### src/avmm_defs.svh
// Shared bus widths and memory depth for the split read/write memory bridge
`ifndef AVMM_DEFS_SVH
`define AVMM_DEFS_SVH

// Word address width on both the master channels and the memory bus
`define AVMM_ADDR_WIDTH 10

// Data word width
`define AVMM_DATA_WIDTH 32

// Burstcount width, so bursts run from 1 to 7 beats
`define AVMM_BURST_CNT_WIDTH 3

// Width of the user tag echoed back with each response
`define AVMM_USER_WIDTH 4

// Implemented words in the memory; word addresses at or above this are out of range
`define AVMM_MEM_DEPTH 256

// One byte enable per data byte
`define AVMM_N_BYTES (`AVMM_DATA_WIDTH / 8)

`endif

### src/avmm_types_pkg.sv
// Request payload structs and response codes carried through the memory bridge
`include "avmm_defs.svh"

package avmm_types_pkg;

    // One read command as it sits in the read request FIFO
    typedef struct packed {
        logic [`AVMM_ADDR_WIDTH-1:0] address;
        logic [`AVMM_BURST_CNT_WIDTH-1:0] burstcount;
        logic [`AVMM_N_BYTES-1:0] byteenable;
        logic [`AVMM_USER_WIDTH-1:0] user;
    } rd_req_t;

    // One write beat, with the burst's first address and length on every beat
    typedef struct packed {
        logic [`AVMM_ADDR_WIDTH-1:0] address;
        logic [`AVMM_BURST_CNT_WIDTH-1:0] burstcount;
        logic [`AVMM_DATA_WIDTH-1:0] data;
        logic [`AVMM_N_BYTES-1:0] byteenable;
        logic [`AVMM_USER_WIDTH-1:0] user;
        // Set on the final beat of the burst
        logic eop;
    } wr_req_t;

    // Avalon response encoding, only OKAY and SLVERR are produced here
    typedef enum logic [1:0] {
        RESP_OKAY   = 2'b00,
        RESP_SLVERR = 2'b10
    } avmm_resp_e;

endpackage

### src/mem_ctrl_pkg.sv
// State and client encodings for the arbiter and memory sequencing logic
`include "avmm_defs.svh"

package mem_ctrl_pkg;

    // Memory model sequencer states
    typedef enum logic [1:0] {
        MEM_IDLE        = 2'd0,
        MEM_READ_BURST  = 2'd1,
        MEM_WRITE_BURST = 2'd2
    } mem_state_e;

    // Arbiter client index, also used as the bit position in request and grant
    typedef enum logic {
        CLIENT_READ  = 1'b0,
        CLIENT_WRITE = 1'b1
    } arb_client_e;

endpackage

### src/avmm_mem_if.sv
// Single command bus between the read/write bridge and the burst memory
`include "avmm_defs.svh"

interface avmm_mem_if;
    import avmm_types_pkg::*;

    // Command side, driven by the bridge
    logic read;
    logic write;
    logic [`AVMM_ADDR_WIDTH-1:0] address;
    logic [`AVMM_BURST_CNT_WIDTH-1:0] burstcount;
    logic [`AVMM_DATA_WIDTH-1:0] writedata;
    logic [`AVMM_N_BYTES-1:0] byteenable;
    logic [`AVMM_USER_WIDTH-1:0] user;

    // Flow control and responses, driven by the memory
    logic waitrequest;
    logic [`AVMM_DATA_WIDTH-1:0] readdata;
    logic readdatavalid;
    avmm_resp_e response;
    logic [`AVMM_USER_WIDTH-1:0] readresponseuser;
    logic writeresponsevalid;
    avmm_resp_e writeresponse;
    logic [`AVMM_USER_WIDTH-1:0] writeresponseuser;

    // The bridge issues commands and consumes responses
    modport bridge
    (
        output read, write, address, burstcount, writedata, byteenable, user,
        input  waitrequest, readdata, readdatavalid, response, readresponseuser,
        input  writeresponsevalid, writeresponse, writeresponseuser
    );

    // The memory accepts commands and produces responses
    modport memory
    (
        input  read, write, address, burstcount, writedata, byteenable, user,
        output waitrequest, readdata, readdatavalid, response, readresponseuser,
        output writeresponsevalid, writeresponse, writeresponseuser
    );

endinterface

### src/burst_eop_tracker.sv
// Write burst tracker that marks the last accepted beat of every burst
`include "avmm_defs.svh"

module burst_eop_tracker
(
    input  logic clk,
    input  logic reset_n,
    input  logic beat_valid,
    input  logic [`AVMM_BURST_CNT_WIDTH-1:0] burstcount,
    output logic eop
);

    // Beats still owed after the current one; zero means the next beat starts a burst
    logic [`AVMM_BURST_CNT_WIDTH-1:0] beats_left;

    // A starting beat ends the burst only when the burst is one beat long
    assign eop = (beats_left == '0) ? (burstcount <= 1) : (beats_left == 1);

    always_ff @(posedge clk)
    begin
        if (!reset_n)
        begin
            beats_left <= '0;
        end
        else if (beat_valid)
        begin
            if (eop)
                beats_left <= '0;
            else if (beats_left == '0)
                // First beat of a longer burst, so load the rest of the count
                beats_left <= burstcount - 1'b1;
            else
                beats_left <= beats_left - 1'b1;
        end
    end

endmodule

### src/req_fifo2.sv
// Two-entry request FIFO with the head entry always visible
module req_fifo2
#(
    parameter int N_DATA_BITS = 32
)
(
    input  logic clk,
    input  logic reset_n,
    input  logic [N_DATA_BITS-1:0] enq_data,
    input  logic enq_en,
    output logic not_full,
    output logic [N_DATA_BITS-1:0] first,
    input  logic deq_en,
    output logic not_empty
);

    // Two storage slots addressed by one-bit pointers
    logic [N_DATA_BITS-1:0] slots [2];
    logic wr_ptr;
    logic rd_ptr;
    logic [1:0] count;

    // Full only when both slots are held
    assign not_full = (count != 2'd2);
    assign not_empty = (count != 2'd0);

    // The head comes straight from storage, so a new entry shows up a cycle after its write
    assign first = slots[rd_ptr];

    always_ff @(posedge clk)
    begin
        if (enq_en)
            slots[wr_ptr] <= enq_data;
    end

    // Pointer and occupancy update, enqueue and dequeue may happen together
    always_ff @(posedge clk)
    begin
        if (!reset_n)
        begin
            wr_ptr <= 1'b0;
            rd_ptr <= 1'b0;
            count <= 2'd0;
        end
        else
        begin
            if (enq_en)
                wr_ptr <= ~wr_ptr;
            if (deq_en)
                rd_ptr <= ~rd_ptr;
            count <= count + {1'b0, enq_en} - {1'b0, deq_en};
        end
    end

endmodule

### src/rr_arbiter2.sv
// Round-robin arbiter between the read and write request queues
module rr_arbiter2
(
    input  logic clk,
    input  logic reset_n,
    input  logic ena,
    input  logic [1:0] request,
    output logic [1:0] grant
);
    import mem_ctrl_pkg::*;

    // Client that won the most recent grant
    arb_client_e last_winner;

    always_comb
    begin
        grant = '0;
        if (ena)
        begin
            if (request[CLIENT_READ] && request[CLIENT_WRITE])
            begin
                // On a tie the client that lost last time goes first
                if (last_winner == CLIENT_READ)
                    grant[CLIENT_WRITE] = 1'b1;
                else
                    grant[CLIENT_READ] = 1'b1;
            end
            else
            begin
                grant = request;
            end
        end
    end

    always_ff @(posedge clk)
    begin
        if (!reset_n)
            last_winner <= CLIENT_WRITE;
        else if (grant[CLIENT_READ])
            last_winner <= CLIENT_READ;
        else if (grant[CLIENT_WRITE])
            last_winner <= CLIENT_WRITE;
    end

endmodule

### src/rdwr_to_mem_bridge.sv
// Bridge that queues split read/write requests and merges them onto one memory bus
`include "avmm_defs.svh"

module rdwr_to_mem_bridge
(
    input  logic clk,
    input  logic reset_n,
    input  logic rd_read,
    input  logic [`AVMM_ADDR_WIDTH-1:0] rd_address,
    input  logic [`AVMM_BURST_CNT_WIDTH-1:0] rd_burstcount,
    input  logic [`AVMM_N_BYTES-1:0] rd_byteenable,
    input  logic [`AVMM_USER_WIDTH-1:0] rd_user,
    output logic rd_waitrequest,
    output logic [`AVMM_DATA_WIDTH-1:0] rd_readdata,
    output logic rd_readdatavalid,
    output avmm_types_pkg::avmm_resp_e rd_response,
    output logic [`AVMM_USER_WIDTH-1:0] rd_readresponseuser,
    input  logic wr_write,
    input  logic [`AVMM_ADDR_WIDTH-1:0] wr_address,
    input  logic [`AVMM_BURST_CNT_WIDTH-1:0] wr_burstcount,
    input  logic [`AVMM_DATA_WIDTH-1:0] wr_writedata,
    input  logic [`AVMM_N_BYTES-1:0] wr_byteenable,
    input  logic [`AVMM_USER_WIDTH-1:0] wr_user,
    output logic wr_waitrequest,
    output logic wr_writeresponsevalid,
    output avmm_types_pkg::avmm_resp_e wr_response,
    output logic [`AVMM_USER_WIDTH-1:0] wr_writeresponseuser,
    avmm_mem_if.bridge mem
);
    import avmm_types_pkg::*;
    import mem_ctrl_pkg::*;

    rd_req_t rd_in;
    wr_req_t wr_in;
    rd_req_t rd_head;
    wr_req_t wr_head;
    logic rd_not_full;
    logic rd_not_empty;
    logic wr_not_full;
    logic wr_not_empty;
    logic [1:0] arb_request;
    logic [1:0] arb_grant;
    logic write_burst_active;

    // Pack the incoming channel signals into queue entries
    assign rd_in = '{address: rd_address, burstcount: rd_burstcount,
                     byteenable: rd_byteenable, user: rd_user};
    assign wr_in.address = wr_address;
    assign wr_in.burstcount = wr_burstcount;
    assign wr_in.data = wr_writedata;
    assign wr_in.byteenable = wr_byteenable;
    assign wr_in.user = wr_user;

    // Each channel stalls only when its own queue is full
    assign rd_waitrequest = !rd_not_full;
    assign wr_waitrequest = !wr_not_full;

    // Burst ends are found on accepted master beats and stored with each beat
    burst_eop_tracker eop_tracker
    (
        .clk,
        .reset_n,
        .beat_valid(wr_write && !wr_waitrequest),
        .burstcount(wr_burstcount),
        .eop(wr_in.eop)
    );

    req_fifo2 #(.N_DATA_BITS($bits(rd_req_t))) rd_fifo
    (
        .clk,
        .reset_n,
        .enq_data(rd_in),
        .enq_en(rd_read && !rd_waitrequest),
        .not_full(rd_not_full),
        .first(rd_head),
        .deq_en(mem.read),
        .not_empty(rd_not_empty)
    );

    req_fifo2 #(.N_DATA_BITS($bits(wr_req_t))) wr_fifo
    (
        .clk,
        .reset_n,
        .enq_data(wr_in),
        .enq_en(wr_write && !wr_waitrequest),
        .not_full(wr_not_full),
        .first(wr_head),
        .deq_en(mem.write),
        .not_empty(wr_not_empty)
    );

    assign arb_request[CLIENT_READ] = rd_not_empty;
    assign arb_request[CLIENT_WRITE] = wr_not_empty;

    // No new winner while the memory stalls or a write burst is part way through
    rr_arbiter2 arbiter
    (
        .clk,
        .reset_n,
        .ena(!mem.waitrequest && !write_burst_active),
        .request(arb_request),
        .grant(arb_grant)
    );

    // A write that wins, or any queued beat of a burst already under way, goes out now
    assign mem.read = arb_grant[CLIENT_READ];
    assign mem.write = arb_grant[CLIENT_WRITE] ||
                       (!mem.waitrequest && write_burst_active && wr_not_empty);

    // Held from the first issued beat of a burst until its eop beat is issued
    always_ff @(posedge clk)
    begin
        if (!reset_n)
            write_burst_active <= 1'b0;
        else if (mem.write)
            write_burst_active <= !wr_head.eop;
    end

    // Bus fields follow the queue that owns the current command
    always_comb
    begin
        mem.address = mem.read ? rd_head.address : wr_head.address;
        mem.burstcount = mem.read ? rd_head.burstcount : wr_head.burstcount;
        mem.byteenable = mem.read ? rd_head.byteenable : wr_head.byteenable;
        mem.user = mem.read ? rd_head.user : wr_head.user;
        mem.writedata = wr_head.data;
    end

    // Read responses pass straight back to the master
    assign rd_readdata = mem.readdata;
    assign rd_readdatavalid = mem.readdatavalid;
    assign rd_response = mem.response;
    assign rd_readresponseuser = mem.readresponseuser;

    // Write responses take one register stage on the way back
    always_ff @(posedge clk)
    begin
        if (!reset_n)
            wr_writeresponsevalid <= 1'b0;
        else
            wr_writeresponsevalid <= mem.writeresponsevalid;
    end

    always_ff @(posedge clk)
    begin
        wr_response <= mem.writeresponse;
        wr_writeresponseuser <= mem.writeresponseuser;
    end

endmodule

### src/flat_wrapper.sv
// flat-port wrapper written by rule: the top's interface ports become plain ports
module rdwr_to_mem_bridge_flat import avmm_types_pkg::*; import mem_ctrl_pkg::*;
  (clk, reset_n, rd_read, rd_address, rd_burstcount, rd_byteenable, rd_user, rd_waitrequest, rd_readdata, rd_readdatavalid, rd_response, rd_readresponseuser, wr_write, wr_address, wr_burstcount, wr_writedata, wr_byteenable, wr_user, wr_waitrequest, wr_writeresponsevalid, wr_response, wr_writeresponseuser, mem_read, mem_write, mem_address, mem_burstcount, mem_writedata, mem_byteenable, mem_user, mem_waitrequest, mem_readdata, mem_readdatavalid, mem_response, mem_readresponseuser, mem_writeresponsevalid, mem_writeresponse, mem_writeresponseuser);
  avmm_mem_if mem_i ();
  input  logic clk;
  input  logic reset_n;
  input  logic rd_read;
  input  logic [`AVMM_ADDR_WIDTH-1:0] rd_address;
  input  logic [`AVMM_BURST_CNT_WIDTH-1:0] rd_burstcount;
  input  logic [`AVMM_N_BYTES-1:0] rd_byteenable;
  input  logic [`AVMM_USER_WIDTH-1:0] rd_user;
  output logic rd_waitrequest;
  output logic [`AVMM_DATA_WIDTH-1:0] rd_readdata;
  output logic rd_readdatavalid;
  output avmm_types_pkg::avmm_resp_e rd_response;
  output logic [`AVMM_USER_WIDTH-1:0] rd_readresponseuser;
  input  logic wr_write;
  input  logic [`AVMM_ADDR_WIDTH-1:0] wr_address;
  input  logic [`AVMM_BURST_CNT_WIDTH-1:0] wr_burstcount;
  input  logic [`AVMM_DATA_WIDTH-1:0] wr_writedata;
  input  logic [`AVMM_N_BYTES-1:0] wr_byteenable;
  input  logic [`AVMM_USER_WIDTH-1:0] wr_user;
  output logic wr_waitrequest;
  output logic wr_writeresponsevalid;
  output avmm_types_pkg::avmm_resp_e wr_response;
  output logic [`AVMM_USER_WIDTH-1:0] wr_writeresponseuser;
  output wire logic [$bits(mem_i.read)-1:0] mem_read;
  output wire logic [$bits(mem_i.write)-1:0] mem_write;
  output wire logic [$bits(mem_i.address)-1:0] mem_address;
  output wire logic [$bits(mem_i.burstcount)-1:0] mem_burstcount;
  output wire logic [$bits(mem_i.writedata)-1:0] mem_writedata;
  output wire logic [$bits(mem_i.byteenable)-1:0] mem_byteenable;
  output wire logic [$bits(mem_i.user)-1:0] mem_user;
  input wire logic [$bits(mem_i.waitrequest)-1:0] mem_waitrequest;
  input wire logic [$bits(mem_i.readdata)-1:0] mem_readdata;
  input wire logic [$bits(mem_i.readdatavalid)-1:0] mem_readdatavalid;
  input wire logic [$bits(mem_i.response)-1:0] mem_response;
  input wire logic [$bits(mem_i.readresponseuser)-1:0] mem_readresponseuser;
  input wire logic [$bits(mem_i.writeresponsevalid)-1:0] mem_writeresponsevalid;
  input wire logic [$bits(mem_i.writeresponse)-1:0] mem_writeresponse;
  input wire logic [$bits(mem_i.writeresponseuser)-1:0] mem_writeresponseuser;
  assign mem_read = mem_i.read;
  assign mem_write = mem_i.write;
  assign mem_address = mem_i.address;
  assign mem_burstcount = mem_i.burstcount;
  assign mem_writedata = mem_i.writedata;
  assign mem_byteenable = mem_i.byteenable;
  assign mem_user = mem_i.user;
  assign mem_i.waitrequest = mem_waitrequest;
  assign mem_i.readdata = mem_readdata;
  assign mem_i.readdatavalid = mem_readdatavalid;
  assign mem_i.response = mem_response;
  assign mem_i.readresponseuser = mem_readresponseuser;
  assign mem_i.writeresponsevalid = mem_writeresponsevalid;
  assign mem_i.writeresponse = mem_writeresponse;
  assign mem_i.writeresponseuser = mem_writeresponseuser;
  rdwr_to_mem_bridge u_core (.clk(clk), .reset_n(reset_n), .rd_read(rd_read), .rd_address(rd_address), .rd_burstcount(rd_burstcount), .rd_byteenable(rd_byteenable), .rd_user(rd_user), .rd_waitrequest(rd_waitrequest), .rd_readdata(rd_readdata), .rd_readdatavalid(rd_readdatavalid), .rd_response(rd_response), .rd_readresponseuser(rd_readresponseuser), .wr_write(wr_write), .wr_address(wr_address), .wr_burstcount(wr_burstcount), .wr_writedata(wr_writedata), .wr_byteenable(wr_byteenable), .wr_user(wr_user), .wr_waitrequest(wr_waitrequest), .wr_writeresponsevalid(wr_writeresponsevalid), .wr_response(wr_response), .wr_writeresponseuser(wr_writeresponseuser), .mem(mem_i));
endmodule
### config.mk
export PLATFORM = sky130hd
export DESIGN_NAME = rdwr_to_mem_bridge_flat
export DESIGN_NICKNAME = d
export VERILOG_FILES = /design/src/avmm_types_pkg.sv /design/src/mem_ctrl_pkg.sv /design/src/avmm_mem_if.sv /design/src/burst_eop_tracker.sv /design/src/req_fifo2.sv /design/src/rr_arbiter2.sv /design/src/rdwr_to_mem_bridge.sv /design/src/flat_wrapper.sv
export VERILOG_INCLUDE_DIRS = /design/src
export SDC_FILE = /design/constraint.sdc
export NUM_CORES = 1
export LEC_CHECK = 0
export BUFFER_PORTS_ARGS = -buffer_cell sky130_fd_sc_hd__buf_4
export CORE_UTILIZATION = 46
export CTS_CLUSTER_SIZE = 30
export DETAILED_ROUTE_END_ITERATION = 8
export PLACE_DENSITY_LB_ADDON = 0.2
export SKIP_LAST_GASP = 1
export SLEW_MARGIN = 10
export SYNTH_ARGS = -nofsm -noshare
export SYNTH_HDL_FRONTEND = slang
export SYNTH_HIERARCHICAL = 1
export SYNTH_SLANG_ARGS = --single-unit
### constraint.sdc
create_clock -name clk -period 3.76 [get_ports clk]
set_input_delay 0.564 -clock clk [delete_from_list [all_inputs] [get_ports clk]]
set_output_delay 0.564 -clock clk [all_outputs]
set_load 0.02 [all_outputs]
==> impl_metrics.ini <==
[outcome]
status = complete, no violations

[global_route]
grt_usage_pct = 16.3
grt_pass1_wl_um = 19500
grt_overflow_total = 0
grt_antenna_before_repair = 0
grt_pass1_vias = 3749
grt_start_max_net_pins = 40

[yosys]
syn_avg_cell_area_um2 = 18.6
synth-seq-cells = 172
synth_top_cell_by_area = edfxtp_1
synth_cell_type_count = 35
synth_cells = 394
yosys_warnings = 6
synthesis.area_um2 = 7320
synth.net_count = 528
synth_top_cells_by_area = edfxtp_1, mux2_4, dfxtp_1, buf_4, mux2_2
synth_seq_area_share_pct = 67.6
synth_top_area_share_pct = 61.6

[sta]
relSlewSlack_pct = 40.5
finalSetupViolCount = 0
slew_violations = 0
setup_slack_ns = 0.920
max_freq_mhz = 352
worst_slew_pin_slew_ns = 0.891
fin_skew_ns = 0.00615
timing.hold.ws_ns = 0.251
fin_crit_sh_pct = 75.5
fin_setup_tns_ns = 0
hold_viol = 0
rsz0062_at_grt = false
fin_crit_ns = 2.84

[setup_path]
rr_startpoint = u_core/wr_fifo/count[1]$_SDFF_PN0_
crit_type = register to primary output
crit_start = u_core/wr_fifo/count[1]$_SDFF_PN0_
cp_max_fo = 21
worst_ep_arrival_time_ns = 2.28
worst_setup_path_end_kind = primary output
cp_slowest_cell = buf_4
slowest_delay_ns = 0.41
crit_chain = or2_2 -> a21oi_4 -> buf_4 -> mux2_2 -> buf_4
crit_required_ns = 3.20
critPathMostFrequentCell = buf_4
critPathLaunchType = register

[layout]
drive_above_1_share_pct = 54.6
fin_nets = 656
area_growth_pct = 21.5
design_area_um2 = 8890
layout_commonest_cell = buf_4
antenna_cells = 0
final_cell_mix = buf_4, edfxtp_1, mux2_4, mux2_2, dfxtp_1

[pwr]
p_leak_uw = 0.00355
ir_worst_vdd_mv = 0.329
p_per_area_nw_per_um2 = 694

[die]
design.core.area_um2 = 15400
rows = 45
die_w_um = 128
initial_utilization_pct = 47.6
io_pins = 228
die_area_um2 = 16400
dieHeight_um = 128

[drt]
vias = 3590
via_per_inst = 4.81
firstDrtPassIters = 4
drc = 0
wirelength_um = 12800
drt_iter0_drc = 135
antenna_left = 0
avgRoutedWirePerCell_um = 17.2

[place]
place_congestion = 0.688
io_buffer_count = 149
place_ws_ns = 1.08
dp_hpwl_um = 8710
place_area_um2 = 8360

[cts]
clock_sinks = 172
cts-root-buf = clkbuf_16
cts.reportedPaths.clkPinSlew_ns = 0.06
cts_tree = done
cts_resized = 0
clock_path_buffers = 2
cts_buffers = 17
holdBufCountCts = 0
post_cts_buffers = 0
htree_levels = 4
insertion_delay_ns = 0.41

[flow_run]
drv_cap = 0

[min_path]
hold_start = mem_writeresponse[0]
hp-class = input pin to register
## through the flow
step	utilization [%]	power (µW)	cells
finish	57.8	6170	746
global route	57.8	6470	746
CTS	57.8	6250	746
detailed placement	54.4	4670	714
global placement	54.4	4610	714
floorplan	-	4120	394
## synth_stat cells
library cell,n
nor3b_1,2
a21oi_1,2
nor2_2,1
nand2_1,5
xor2_1,3
nor2_1,1
and4_1,1
a41o_1,2
a21o_1,1
o21bai_1,1
or2_2,2
o21ai_0,1
mux2i_1,2
edfxtp_1,150
dfxtp_1,22
and2_1,11
mux2_2,26
inv_1,12
nor2b_2,3
a31oi_1,1
nand3b_1,1
ha_1,9
buf_4,39
o211a_1,1
a22oi_1,1
nor2b_1,6
mux2_4,70
o21ai_1,1
a221o_1,1
nor3b_2,1
buf_6,5
xnor3_1,2
a221oi_1,1
o21a_1,2
buf_12,5
## path summary, 6_finish.rpt
kind / endpoint / slack (ns) / cells after the start
setup / recovery: mem_user[1] / 0.92 / 5
hold / removal: u_core/wr_response[0]$_DFF_P_ / 0.25 / 1
setup reg to reg: u_core/rd_fifo/count[1]$_SDFF_PN0_ / 1.50 / 8
hold reg to reg: u_core/write_burst_active$_SDFFE_PN0P_ / 0.54 / 1
## flip-flops by register name (all words and copies together), names as in the netlist, named ones only
| name | flops |
|---|---|
| u_core/wr_fifo/slots | 108 |
| u_core/rd_fifo/slots | 42 |
| u_core/wr_writeresponseuser | 4 |
| u_core/eop_tracker/beats_left | 3 |
| u_core/rd_fifo/count | 2 |
| u_core/wr_fifo/count | 2 |
| u_core/wr_response | 2 |
| u_core/arbiter/last_winner | 1 |
| u_core/rd_fifo/rd_ptr | 1 |
| u_core/rd_fifo/wr_ptr | 1 |
| u_core/wr_fifo/rd_ptr | 1 |
| u_core/wr_fifo/wr_ptr | 1 |
| u_core/wr_writeresponsevalid | 1 |
| u_core/write_burst_active | 1 |
## logic make-up (layout without fill, tap and decap cells)
family          after synthesis  after routing  share of synthesized area, %
buf+inv                      61            202                          6.75
compound gates               15             15                          1.54
xor+xnor                      5              5                         0.975
flops                       172            172                          67.6
fa+ha+maj                     9              9                          1.54
mux                          98             98                          18.6
simple gates                 34             34                          2.98
## routing by layer
metal | GRT usage, % | wire length, µm
met1 | 18.6 | 5190
met2 | 28.5 | 6590
met5 | 0 | 0
met4 | 6.44 | 218
met3 | 5.09 | 827
## area by class of cell
cell class                      instances  area, µm²
Inverter                               12       45.0
Clock buffer                           19        433
Tap cell                              211        264
Multi-Input combinational cell        161       1900
Clock inverter                         13        101
Sequential cell                       172       4950
Timing Repair Buffer                  158       1200
Fill cell                            1213       6480
## where the power goes
group | internal, µW | switching [µW] | total (µW)
sequential | 2360 | 177 | 2540
clock | 901 | 669 | 1570
combinational | 1120 | 938 | 2060
## critical path: cells and delay by family, from the launching register on
kind / cells / cell delay (ns)
buffers and inverters: 2 / 0.56
multiplexers: 1 / 0.38
AND/OR/NAND/NOR: 1 / 0.35
flip-flops: 1 / 0.33
AO/OA/AOI/OAI: 1 / 0.23
Note: power is estimated with default switching activity, not from simulation.
